--- config.mk ---
export PLATFORM = sky130hd
export DESIGN_NAME = simon_top
export DESIGN_NICKNAME = d
export VERILOG_FILES = /design/src/logic/simon_pkg.sv /design/src/logic/panel_pkg.sv /design/src/logic/simon_if.sv /design/src/logic/simon_sequence_gen.sv /design/src/logic/simon_sequence_store.sv /design/src/logic/simon_round_ctrl.sv /design/src/logic/simon_light_control.sv /design/src/logic/simon_top.sv
export SDC_FILE = /design/constraint.sdc
export NUM_CORES = 1
export LEC_CHECK = 0
export ABC_AREA = 0
export ABC_CLOCK_PERIOD_IN_PS = 3400
export BUFFER_PORTS_ARGS = -buffer_cell sky130_fd_sc_hd__buf_2
export CAP_MARGIN = 20
export CORE_UTILIZATION = 55
export DETAILED_ROUTE_END_ITERATION = 6
export PLACE_DENSITY = 0.69
export SLEW_MARGIN = 20
export SYNTH_ARGS = -nofsm -noshare
export SYNTH_HDL_FRONTEND = slang
export SYNTH_SLANG_ARGS = --single-unit
--- constraint.sdc ---
create_clock -name clk -period 3.4 [get_ports clk]
set_input_delay 0.51 -clock clk [delete_from_list [all_inputs] [get_ports clk]]
set_output_delay 0.51 -clock clk [all_outputs]
set_load 0.02 [all_outputs]
--- src/logic/simon_pkg.sv ---
/*
 * Game-level types and constants for the Simon puzzle module.
 * Round states, color codes and the sequence LFSR step live here.
 * Import with a wildcard in the module header.
 */
package simon_pkg;

    localparam int NUM_STAGES = 5;                  // colors in one game
    localparam int SEQ_W = 2 * NUM_STAGES;          // width of the packed sequence bus
    localparam logic [7:0] LFSR_TAPS = 8'hB8;       // galois feedback mask

    typedef enum logic [1:0] {
        BLUE   = 2'd0,
        YELLOW = 2'd1,
        GREEN  = 2'd2,
        RED    = 2'd3
    } color_t;

    // display and input states alternate, Dk = 2(k-1), Ik = 2(k-1)+1
    typedef enum logic [3:0] {
        D1 = 4'd0, I1 = 4'd1,
        D2 = 4'd2, I2 = 4'd3,
        D3 = 4'd4, I3 = 4'd5,
        D4 = 4'd6, I4 = 4'd7,
        D5 = 4'd8, I5 = 4'd9,
        IDLE = 4'd15
    } round_state_t;

    function automatic logic is_display(input round_state_t s);
        logic [3:0] v;
        v = s;
        return (v <= 4'd8) && !v[0];
    endfunction

    function automatic logic is_input(input round_state_t s);
        logic [3:0] v;
        v = s;
        return (v <= 4'd9) && v[0];
    endfunction

    // stage number k of a Dk/Ik state, 0 otherwise
    function automatic logic [2:0] stage_of(input round_state_t s);
        logic [3:0] v;
        v = s;
        return (v <= 4'd9) ? 3'(v[3:1] + 3'd1) : 3'd0;
    endfunction

    // one right shift, taps applied when the bit shifted out is 1
    function automatic logic [7:0] lfsr_step(input logic [7:0] s);
        return s[0] ? ((s >> 1) ^ LFSR_TAPS) : (s >> 1);
    endfunction

endpackage

--- src/logic/panel_pkg.sv ---
/*
 * Panel-side codes shared by the game blocks.
 * One-hot button codes, light codes and the button-to-color map.
 */
package panel_pkg;
    import simon_pkg::*;

    typedef logic [5:0] btn_t;

    localparam btn_t BTN_NO_PRESS = 6'b000000;
    localparam btn_t BTN_SELECT   = 6'b000001;
    localparam btn_t BTN_UP       = 6'b000010;
    localparam btn_t BTN_RIGHT    = 6'b000100;
    localparam btn_t BTN_DOWN     = 6'b001000;
    localparam btn_t BTN_LEFT     = 6'b010000;
    localparam btn_t BTN_BACK     = 6'b100000;

    localparam logic [3:0] LIGHT_OFF = 4'b0000;
    localparam logic [3:0] LIGHT_ALL = 4'b1111;   // shown once the module is cleared

    function automatic logic is_color_btn(input btn_t b);
        return (b == BTN_UP) || (b == BTN_RIGHT) || (b == BTN_DOWN) || (b == BTN_LEFT);
    endfunction

    // UP blue, RIGHT yellow, DOWN green, LEFT red
    function automatic color_t btn_color(input btn_t b);
        color_t c;
        case (b)
            BTN_RIGHT: c = YELLOW;
            BTN_DOWN:  c = GREEN;
            BTN_LEFT:  c = RED;
            default:   c = BLUE;
        endcase
        return c;
    endfunction

    function automatic logic [3:0] color_light(input color_t c);
        return 4'b0001 << c;
    endfunction

    function automatic logic [3:0] btn_light(input btn_t b);
        return is_color_btn(b) ? color_light(btn_color(b)) : LIGHT_OFF;
    endfunction

endpackage

--- src/logic/simon_if.sv ---
/*
 * Interfaces between the Simon blocks.
 * seq_wr_if carries color writes into the sequence store,
 * round_if carries round state, strobe and sequence to the lights.
 */
`timescale 1ns/1ps

interface seq_wr_if
    import simon_pkg::*;
();
    logic   wr_valid;
    color_t wr_color;
    logic   clear;      // one cycle, wins over a write
    logic   wr_ready;
    logic   full;

    modport gen   (output wr_valid, wr_color, clear, input wr_ready);
    modport store (input wr_valid, wr_color, clear, output wr_ready, full);
endinterface

interface round_if
    import simon_pkg::*;
();
    round_state_t     state;
    logic             s_strobe;
    logic             cleared;
    logic [SEQ_W-1:0] seq_bus;   // color i at bits 2i+1..2i

    modport ctrl  (output state, s_strobe, cleared, input seq_bus);
    modport light (input state, s_strobe, cleared, seq_bus);
endinterface

--- src/logic/simon_sequence_gen.sv ---
/*
 * Sequence generator. On start it clears the store, then writes
 * NUM_STAGES colors drawn from a free-running 8-bit Galois LFSR.
 */
`timescale 1ns/1ps

module simon_sequence_gen
    import simon_pkg::*;
#(
    parameter logic [7:0] LFSR_SEED = 8'h5A
) (
    input  logic  clk,
    input  logic  nrst,
    input  logic  start,
    seq_wr_if.gen wr
);
    typedef enum logic [1:0] {
        GEN_IDLE,
        GEN_CLEAR,
        GEN_WRITE
    } gen_state_t;

    gen_state_t state;
    logic [7:0] lfsr;
    logic [7:0] lfsr_one;       // after the first step
    logic [7:0] lfsr_two;       // after the second step
    logic [2:0] sent;
    logic       accept;

    assign lfsr_one = lfsr_step(lfsr);
    assign lfsr_two = lfsr_step(lfsr_one);
    assign accept = wr.wr_valid && wr.wr_ready;

    assign wr.clear = (state == GEN_CLEAR);
    assign wr.wr_valid = (state == GEN_WRITE);
    assign wr.wr_color = color_t'({lfsr_one[0], lfsr[0]});   // first bit out is the low bit

    always_ff @(posedge clk) begin
        if (!nrst) begin
            state <= GEN_IDLE;
            lfsr <= LFSR_SEED;
            sent <= 3'd0;
        end else begin
            case (state)
                GEN_IDLE: begin
                    if (start) state <= GEN_CLEAR;
                end
                GEN_CLEAR: begin
                    sent <= 3'd0;
                    state <= GEN_WRITE;
                end
                GEN_WRITE: begin
                    if (accept) begin
                        lfsr <= lfsr_two;           // lfsr only moves on a taken color
                        if (sent == 3'(NUM_STAGES - 1)) begin
                            state <= GEN_IDLE;
                        end else begin
                            sent <= sent + 3'd1;
                        end
                    end
                end
                default: state <= GEN_IDLE;
            endcase
        end
    end

endmodule

--- src/logic/simon_sequence_store.sv ---
/*
 * Sequence store. Holds the NUM_STAGES colors of the current game
 * and presents them packed on seq_bus, color i at bits 2i+1..2i.
 */
`timescale 1ns/1ps

module simon_sequence_store
    import simon_pkg::*;
(
    input  logic             clk,
    input  logic             nrst,
    seq_wr_if.store          wr,
    output logic [SEQ_W-1:0] seq_bus
);
    color_t     slots [NUM_STAGES];
    logic [2:0] fill_cnt;       // also the slot the next write lands in
    logic       wr_en;

    assign wr.full = (fill_cnt == 3'(NUM_STAGES));
    assign wr.wr_ready = !wr.full;
    assign wr_en = !wr.clear && wr.wr_valid && wr.wr_ready;

    always_ff @(posedge clk) begin
        if (!nrst) begin
            fill_cnt <= 3'd0;
        end else if (wr.clear) begin
            fill_cnt <= 3'd0;
        end else if (wr_en) begin
            fill_cnt <= fill_cnt + 3'd1;
        end
    end

    always_ff @(posedge clk) begin
        if (wr_en) slots[fill_cnt] <= wr.wr_color;
    end

    genvar i;
    generate
        for (i = 0; i < NUM_STAGES; i++) begin : g_pack
            assign seq_bus[2*i +: 2] = slots[i];
        end
    endgenerate

endmodule

--- src/logic/simon_round_ctrl.sv ---
/*
 * Round controller. Owns the strobe divider and the D/I state sequence,
 * starts the generator on SELECT and checks each color press against
 * the stored sequence, raising cleared or lost.
 */
`timescale 1ns/1ps

module simon_round_ctrl
    import simon_pkg::*;
    import panel_pkg::*;
#(
    parameter int STROBE_DIV = 50
) (
    input  logic       clk,
    input  logic       nrst,
    input  logic [5:0] button,
    input  logic       full,
    output logic       start,
    round_if.ctrl      rnd,
    output logic       lost,
    output logic [2:0] stage
);
    localparam int DIV_W = (STROBE_DIV > 1) ? $clog2(STROBE_DIV) : 1;

    logic [DIV_W-1:0] div_cnt;
    btn_t             btn_s1;
    btn_t             btn_s2;
    btn_t             btn_prev;
    btn_t             rise;
    logic             sel_edge;
    logic             color_edge;
    color_t           press_color;
    color_t           want_color;
    logic             loading;      // waiting for the store to fill
    logic [1:0]       load_wait;    // skips the stale full of the last game
    logic [3:0]       disp_cnt;     // strobes seen in this display state
    logic [2:0]       press_idx;    // correct presses so far in this stage

    always_ff @(posedge clk) begin
        if (!nrst) begin
            btn_s1 <= BTN_NO_PRESS;
            btn_s2 <= BTN_NO_PRESS;
            btn_prev <= BTN_NO_PRESS;
        end else begin
            btn_s1 <= button;
            btn_s2 <= btn_s1;
            btn_prev <= btn_s2;
        end
    end

    assign rise = btn_s2 & ~btn_prev;
    assign sel_edge = (rise == BTN_SELECT);
    assign color_edge = is_color_btn(rise);     // several buttons at once are ignored
    assign press_color = btn_color(rise);
    assign want_color = color_t'(rnd.seq_bus[2*press_idx +: 2]);

    always_ff @(posedge clk) begin
        if (!nrst) begin
            div_cnt <= '0;
        end else if (div_cnt == DIV_W'(STROBE_DIV - 1)) begin
            div_cnt <= '0;
        end else begin
            div_cnt <= div_cnt + DIV_W'(1);
        end
    end

    assign rnd.s_strobe = (div_cnt == DIV_W'(STROBE_DIV - 1));

    always_ff @(posedge clk) begin
        if (!nrst) begin
            rnd.state <= IDLE;
            rnd.cleared <= 1'b0;
            lost <= 1'b0;
            stage <= 3'd0;
            start <= 1'b0;
            loading <= 1'b0;
            load_wait <= 2'd0;
            disp_cnt <= 4'd0;
            press_idx <= 3'd0;
        end else begin
            start <= 1'b0;
            if (rnd.state == IDLE) begin
                if (loading) begin
                    if (load_wait != 2'd0) begin
                        load_wait <= load_wait - 2'd1;
                    end else if (full) begin
                        loading <= 1'b0;
                        rnd.state <= D1;
                        stage <= 3'd1;
                        disp_cnt <= 4'd0;
                    end
                end else if (sel_edge) begin
                    start <= 1'b1;
                    loading <= 1'b1;
                    load_wait <= 2'd2;
                    rnd.cleared <= 1'b0;
                    lost <= 1'b0;
                    stage <= 3'd0;
                end
            end else if (is_display(rnd.state)) begin
                // 3 pause strobes, k lights, then the off strobe ends the display
                if (rnd.s_strobe) begin
                    if (disp_cnt == {1'b0, stage} + 4'd3) begin
                        rnd.state <= round_state_t'(rnd.state + 4'd1);
                        press_idx <= 3'd0;
                    end else begin
                        disp_cnt <= disp_cnt + 4'd1;
                    end
                end
            end else if (is_input(rnd.state) && color_edge) begin
                if (press_color != want_color) begin
                    lost <= 1'b1;
                    rnd.state <= IDLE;
                end else if (press_idx == stage - 3'd1) begin
                    press_idx <= 3'd0;
                    if (stage == 3'(NUM_STAGES)) begin
                        rnd.cleared <= 1'b1;
                        rnd.state <= IDLE;
                    end else begin
                        rnd.state <= round_state_t'(rnd.state + 4'd1);
                        stage <= stage + 3'd1;
                        disp_cnt <= 4'd0;
                    end
                end else begin
                    press_idx <= press_idx + 3'd1;
                end
            end
        end
    end

endmodule

--- src/logic/simon_light_control.sv ---
/*
 * Light control for the four virtual lights. Plays the stored sequence
 * during display states, one color per strobe after a three-strobe pause,
 * and mirrors the raw direction button on the manual lights.
 */
`timescale 1ns/1ps

module simon_light_control
    import simon_pkg::*;
    import panel_pkg::*;
(
    input  logic       clk,
    input  logic       nrst,
    round_if.light     rnd,
    input  logic [5:0] button,
    output logic [3:0] light_seq,
    output logic [3:0] light_manual
);
    logic [1:0] wait_cnt;       // pause strobes seen
    logic [2:0] light_cnt;      // colors shown so far
    logic [2:0] k;
    color_t     cur_color;

    assign k = stage_of(rnd.state);
    assign cur_color = color_t'(rnd.seq_bus[2*light_cnt +: 2]);

    always_ff @(posedge clk) begin
        if (!nrst) begin
            light_seq <= LIGHT_OFF;
            wait_cnt <= 2'd0;
            light_cnt <= 3'd0;
        end else if (rnd.cleared) begin
            light_seq <= LIGHT_ALL;
            wait_cnt <= 2'd0;
            light_cnt <= 3'd0;
        end else if (is_display(rnd.state)) begin
            if (rnd.s_strobe) begin
                if (wait_cnt != 2'd3) begin
                    wait_cnt <= wait_cnt + 2'd1;
                    light_seq <= LIGHT_OFF;
                end else if (light_cnt < k) begin
                    light_seq <= color_light(cur_color);   // replaces the previous color
                    light_cnt <= light_cnt + 3'd1;
                end else begin
                    light_seq <= LIGHT_OFF;                 // off strobe, display is over
                    wait_cnt <= 2'd0;
                    light_cnt <= 3'd0;
                end
            end
        end else begin
            // input states and idle keep the lights dark
            light_seq <= LIGHT_OFF;
            wait_cnt <= 2'd0;
            light_cnt <= 3'd0;
        end
    end

    // raw button, no sync, so the light follows the finger
    assign light_manual = btn_light(btn_t'(button));

endmodule

--- src/logic/simon_top.sv ---
/*
 * Top of the Simon puzzle module. Connects generator, store,
 * round controller and light control. Plain ports to the panel.
 */
`timescale 1ns/1ps

module simon_top #(
    parameter int         STROBE_DIV = 50,
    parameter logic [7:0] LFSR_SEED  = 8'h5A
) (
    input  logic       clk,
    input  logic       nrst,
    input  logic [5:0] button,          // raw, unsynchronized
    output logic [3:0] light_seq,
    output logic [3:0] light_manual,
    output logic       cleared,
    output logic       lost,
    output logic [2:0] stage
);
    logic start;

    seq_wr_if wr_if ();
    round_if  rnd_if ();

    simon_sequence_gen #(
        .LFSR_SEED (LFSR_SEED)
    ) u_gen (
        .clk   (clk),
        .nrst  (nrst),
        .start (start),
        .wr    (wr_if.gen)
    );

    simon_sequence_store u_store (
        .clk     (clk),
        .nrst    (nrst),
        .wr      (wr_if.store),
        .seq_bus (rnd_if.seq_bus)
    );

    simon_round_ctrl #(
        .STROBE_DIV (STROBE_DIV)
    ) u_ctrl (
        .clk    (clk),
        .nrst   (nrst),
        .button (button),
        .full   (wr_if.full),
        .start  (start),
        .rnd    (rnd_if.ctrl),
        .lost   (lost),
        .stage  (stage)
    );

    simon_light_control u_light (
        .clk          (clk),
        .nrst         (nrst),
        .rnd          (rnd_if.light),
        .button       (button),
        .light_seq    (light_seq),
        .light_manual (light_manual)
    );

    assign cleared = rnd_if.cleared;

endmodule

## Word-level counts from Yosys, hierarchy flattened

Memory sizes are Yosys's and may differ from the RTL's.
Cells that the tools add are included.

- Memories kept: 1
- Word-level logic and storage cells: 215
- Input port bits: 8
- Bits in latches: 0
- Register bits: 69
- Bits in read-only memories: 0
- Bits in writable memories: 10

Memory list:

| name | depth | width | rd ports | clocked after memory_dff | wr ports | RTL line | RTL |
|---|---|---|---|---|---|---|---|
| u_store.slots | 5 | 2 | 5 | 0 | 1 | simon_sequence_store.sv:15 | `color_t slots [NUM_STAGES];` |

- Mux-type cells: 77
- Divide/modulo/power cells: 0
- $mul: 0
- Eq/ne operators: 46
- Order comparisons: 3
- Reductions and logical operators: 43
- Shifts and indexed selects: 4
- Bitwise gates (word level): 8
- Add/subtract/negate cells: 13

Operators by type and width:

| operator | count |
|---|---|
| $mux 4 | 25 |
| $mux 3 | 20 |
| $ne 2x2->1 const B | 10 |
| $shiftx 10x5->2 | 2 |
| $add 3x1->3 const B | 6 |
| $mux 1 | 18 |
| $pmux 2 s3 | 3 |
| $mux 2 | 8 |
| $mux 8 | 2 |
| $ne 2x1->1 const B | 8 |
| $reduce_bool 2->1 | 8 |
| $reduce_and 7->1 | 2 |
| $eq 6x2->1 const B | 2 |
| $eq 6x3->1 const B | 2 |
| $eq 6x4->1 const B | 2 |
| $eq 6x5->1 const B | 2 |
| $ne 3x2->1 const B | 4 |
| $reduce_and 5->1 | 2 |
| $eq 3x3->1 const B | 3 |
| $ne 3x1->1 const B | 3 |
| $reduce_and 3->1 | 3 |
| $reduce_and 9->1 | 1 |
| $add 4x1->4 const B | 2 |
| $le 4x4->1 const B | 2 |
| other kinds (31) | 54 |

## Depth between registers and ports, before layout

- Word-level depth: 10
- Mapped depth: 12

## By module

Synthesis repeated with hierarchy kept, for this count alone.

- Cell total of the unflattened synthesis: 442
- Area total of the unflattened synthesis: 4175.3 µm²

Modules (own cells, without submodules):

| module | area an instance (µm²) | cells each | times used |
|---|---|---|---|
| simon_round_ctrl | 2354.8 | 263 | 1 |
| simon_light_control | 651.9 | 76 | 1 |
| simon_sequence_gen | 618.1 | 67 | 1 |
| simon_sequence_store | 550.5 | 36 | 1 |

## Least setup slack after synthesis

OpenSTA, ideal clock, no wires.

- Kind: reg2reg
- From: register u_ctrl.stage[0]
- To: register u_ctrl.disp_cnt[3]
- Setup time: 0.119 ns
- Setup slack: 0.724 ns
- Data arrival time: 2.557 ns
- Period minus slack after synthesis: 2.676 ns
- Cell stages (with the launch flop): 12
- Data required time: 3.281 ns
- Path through: dfxtp_1 > clkbuf_1 > inv_1 > ha_1 > xnor2_1 > o2111ai_1 > o31a_1 > a211oi_1 > nor2_1 > a311oi_4 > nor4_1 > o221a_1

- Longest elaborated chain between the ends: 4

RTL lines:

| item | RTL line | RTL |
|---|---|---|
| start, declared | simon_round_ctrl.sv:21 | `output logic [2:0] stage` |
| start signal, assigned | simon_round_ctrl.sv:121 | `stage <= stage + 3'd1;` |
| $add 3x2->4 or $sub 3x1->3 (tied branches) | simon_round_ctrl.sv:103, simon_round_ctrl.sv:114 |  |
| $eq 4x4->1 or $eq 3x3->1 (tied branches) | simon_round_ctrl.sv:103, simon_round_ctrl.sv:114 |  |
| $ne 3x2->1 (no source line) or $reduce_bool 3->1 (tied branches) | -- |  |
| $reduce_and 9->1 (no source line) * | -- |  |
| end signal, assigned | simon_round_ctrl.sv:107 | `disp_cnt <= disp_cnt + 4'd1;` |
| end, declared | simon_round_ctrl.sv:36 | `logic [3:0] disp_cnt;` |

Every way passes the cells marked *; elsewhere a longest branch is shown, timed or not.
A chain may end at the register's enable or synchronous reset.

## Final worst setup path

Same ends and word-level chain as after synthesis.

==> results_dict.tcl <==
set metrics [dict create \
    critPathLaunchType "flop" \
    insertion_delay_ns 0.35 \
    synthFlopType "dfxtp_1" \
    firstDrtPassIters 4 \
    grt_pass1_vias 2896 \
    path_clk_slew_ns 0.09 \
    yosysMostFrequentCell "dfxtp_1" \
    cap_violations 0 \
    ir_worst_vdd_uv 260 \
    finalSetupTns_ns 0 \
    crit_type "reg -> reg" \
    slew_headroom 0.638 \
    die_area_sq_um 7760 \
    async_flop_share 0 \
    synth_edf_count 10 \
    worstPathArrival_ns 3.02 \
    synth-seq-area-share 0.413 \
    switching_power_mw 0.678 \
    globalplace.congestion 0.805 \
    p_leak_nw 1.75 \
    rsz0062_at_grt "false" \
    worstMarginPinSlew_ns 0.536 \
    critical-path-top-delay-family "compound AO/OA/AOI/OAI gates" \
    cts_buffers 9 \
    post_drt_wl_per_cell_um 14.0 \
    yosysTopAreaCell "dfxtp_1" \
    die_y_um 88.1 \
    power_mw 2.13 \
    clkPwrFrac 0.321 \
    fmax_mhz 360 \
    cts_resized 0 \
    required_ns 3.65 \
    ant_nets 0 \
    post_cts_buffers 0 \
    fin_crit_ns 2.78 \
    r2r_start "u_ctrl.stage[0]$_SDFFE_PN0P_" \
    synth.distinct_cells 69 \
    worst_hold_path_type "in -> reg" \
    syn_inst 445 \
    synth_area_leaders "dfxtp_1 (34%), edfxtp_1 (7.4%), ha_1 (6.4%)" \
    layout-drive-gt1-share 0.134 \
    grt_first_pass_wirelength_um 13700 \
    synth_area_per_cell_sq_um 9.15 \
    area_growth_pct 8.88 \
    vias 3177 \
    htreeDepth 3 \
    die_w_um 88.1 \
    internal-power_mw 1.46 \
    slowest_delay_ns 0.52 \
    hp-start "button[4]" \
    syn_nets 474 \
    synth_seq_cells 79 \
    antenna_found_initial 0 \
    num_rows 31 \
    grt_usage 0.230 \
    hold_viol 0 \
    skew_ns 0.0102 \
    yosys.area.top_type_share 0.339 \
    coreArea_sq_um 7210 \
    root_buffer "clkbuf_8" \
    power_density_nw_per_um2 481 \
    yosys-top-cells-count "dfxtp_1 (69), nor2_1 (47), nand2_1 (43), a21oi_1 (24), and2_1 (22)" \
    hpwl_um 5710 \
    crit_fanout 9 \
    grt_overflow_total 0 \
    final_util 0.615 \
    fin_nets 494 \
    power_frac_comb 0.205 \
    cts_sinks 79 \
    nFillCells 656 \
    end_kind "flop" \
    n_antenna_cell 0 \
    pin_count 21 \
    initial_core_util 0.565 \
    finalSetupViolCount 0 \
    clockBufferDepth 2 \
    drcViolationCount 0 \
    hold_ws_ns 0.393 \
    vias_per_cell 5.58 \
    power_frac_seq 0.474 \
    grt_max_degree 34 \
    post-route-period-util 0.817 \
    worst-path-buf-inv 1 \
    slew_viol_final 0 \
    slowest_stage "dfxtp_1" \
    ys_warn_count 0 \
    status "finished, final reports clean" \
    cts-hold-fix-buffers 0 \
    drtIter0Drc 155 \
    synth_area_sq_um 4070 \
    worstSetupStartpoint "u_ctrl.stage[0]$_SDFFE_PN0P_" \
    crit_chain "inv_1 > ha_1 > xnor2_1 > o2111ai_1 > o31a_1 > a211oi_1 > nor2_1 > a311oi_4 > nor4_1 > o221a_1" \
    port_buffers 20 \
    p_sw_frac 0.318 \
    wl_um 7950 \
    cts_tree "built" \
]
-- routing by layer --
| layer | GRT usage | wire, um | vias up |
|---|---|---|---|
| li1 | - | - | 1635 |
| met1 | 0.296 | 3740 | 1469 |
| met2 | 0.379 | 3670 | 61 |
| met3 | 0.0613 | 380 | 12 |
| met4 | 0.0718 | 148 | 0 |
| met5 | 0 | 0 | - |
-- through the flow --
step	instances	setup slack, ns	instance area (sq um)
after global placement	553	0.708	4240
after global routing	569	0.334	4440
after detailed placement	553	0.685	4240
after CTS	569	0.656	4440
final	569	0.623	4440
after floorplan	445	0.724	4070
-- worst reg2reg max path, stage by stage, from the launching register on --
cell       delay [ns]
dfxtp_1          0.52
inv_1            0.11
ha_1             0.25
xnor2_1          0.24
o2111ai_1        0.15
o31a_1           0.12
a211oi_1         0.38
nor2_1           0.19
a311oi_4         0.39
nor4_1           0.09
o221a_1          0.24
-- final cells by class --
cell class	count	area [sq um]	share of cell area
inverters	18	67.6	0.0152
multi-input cells	334	2240	0.506
clock inverters	6	48.8	0.0110
well taps	99	124	0.0279
repair buffers	23	123	0.0276
clock buffers	10	149	0.0336
flip-flops and latches	79	1680	0.379
-- kinds of logic after synthesis --
family / count (synthesis) / synth area share
XOR/XNOR: 20 / 0.0430
buffers and inverters: 32 / 0.0369
AND/OR/NAND/NOR: 192 / 0.249
adder cells (fa/ha/maj): 22 / 0.0670
flip-flops: 79 / 0.413
AO/OA/AOI/OAI: 91 / 0.160
multiplexers: 9 / 0.0316
-- worst paths after layout --
path,end,slack (ns),depth (start not counted)
worst min-delay path,u_ctrl.btn_s1[4]$_SDFF_PN0_,0.39,2
worst min register to register,u_gen.state[0]$_SDFFE_PN0P_,0.42,2
worst max-delay path,u_ctrl.disp_cnt[3]$_SDFFE_PN0P_,0.62,10
worst max register to register,u_ctrl.disp_cnt[3]$_SDFFE_PN0P_,0.62,10
-- flip-flops by register name (all words and copies together) (netlist names) --
signal              flops
u_store.fill_cnt        3
u_ctrl.rnd.cleared      1
u_ctrl.press_idx        3
u_light.wait_cnt        2
u_light.light_cnt       3
u_ctrl.stage            3
u_ctrl.div_cnt          6
u_gen.sent              3
u_ctrl.btn_s1           6
u_light.light_seq       4
u_ctrl.start            1
u_gen.lfsr              8
u_ctrl.loading          1
u_store.slots          10
u_ctrl.btn_prev         6
u_ctrl.lost             1
u_ctrl.disp_cnt         4
u_ctrl.btn_s2           6
u_ctrl.load_wait        2
u_ctrl.rnd.state        4
u_gen.state             2
-- power groups by stage --
| stage | Combinational [mW] | Sequential, mW | Clock, mW |
|---|---|---|---|
| floorplan | 0.341 | 1.02 | 0 |
| global placement | 0.429 | 1.03 | 0 |
| detailed placement | 0.431 | 1.03 | 0 |
| CTS | 0.434 | 1.01 | 0.714 |
| global route | 0.491 | 1.02 | 0.751 |
| finish | 0.438 | 1.01 | 0.684 |
-- placed cells by master, fill, tap and decap left out, drive strengths merged, types with 4 or more instances in the layout --
master  count
a31oi       5
a21o        6
nand2b      5
edfxtp     10
nand3      18
nand2      43
xor2        7
mux2i       5
ha         21
or3         6
a221oi      5
xnor2      13
o211ai      6
dfxtp      69
inv        20
nor3       15
a21oi      24
o21ai      16
clkbuf     10
and2b       4
and2       23
nor4        7
nor2       47
a22oi       5
buf        23
a211oi      4
Power figures use the tool's default switching activity.
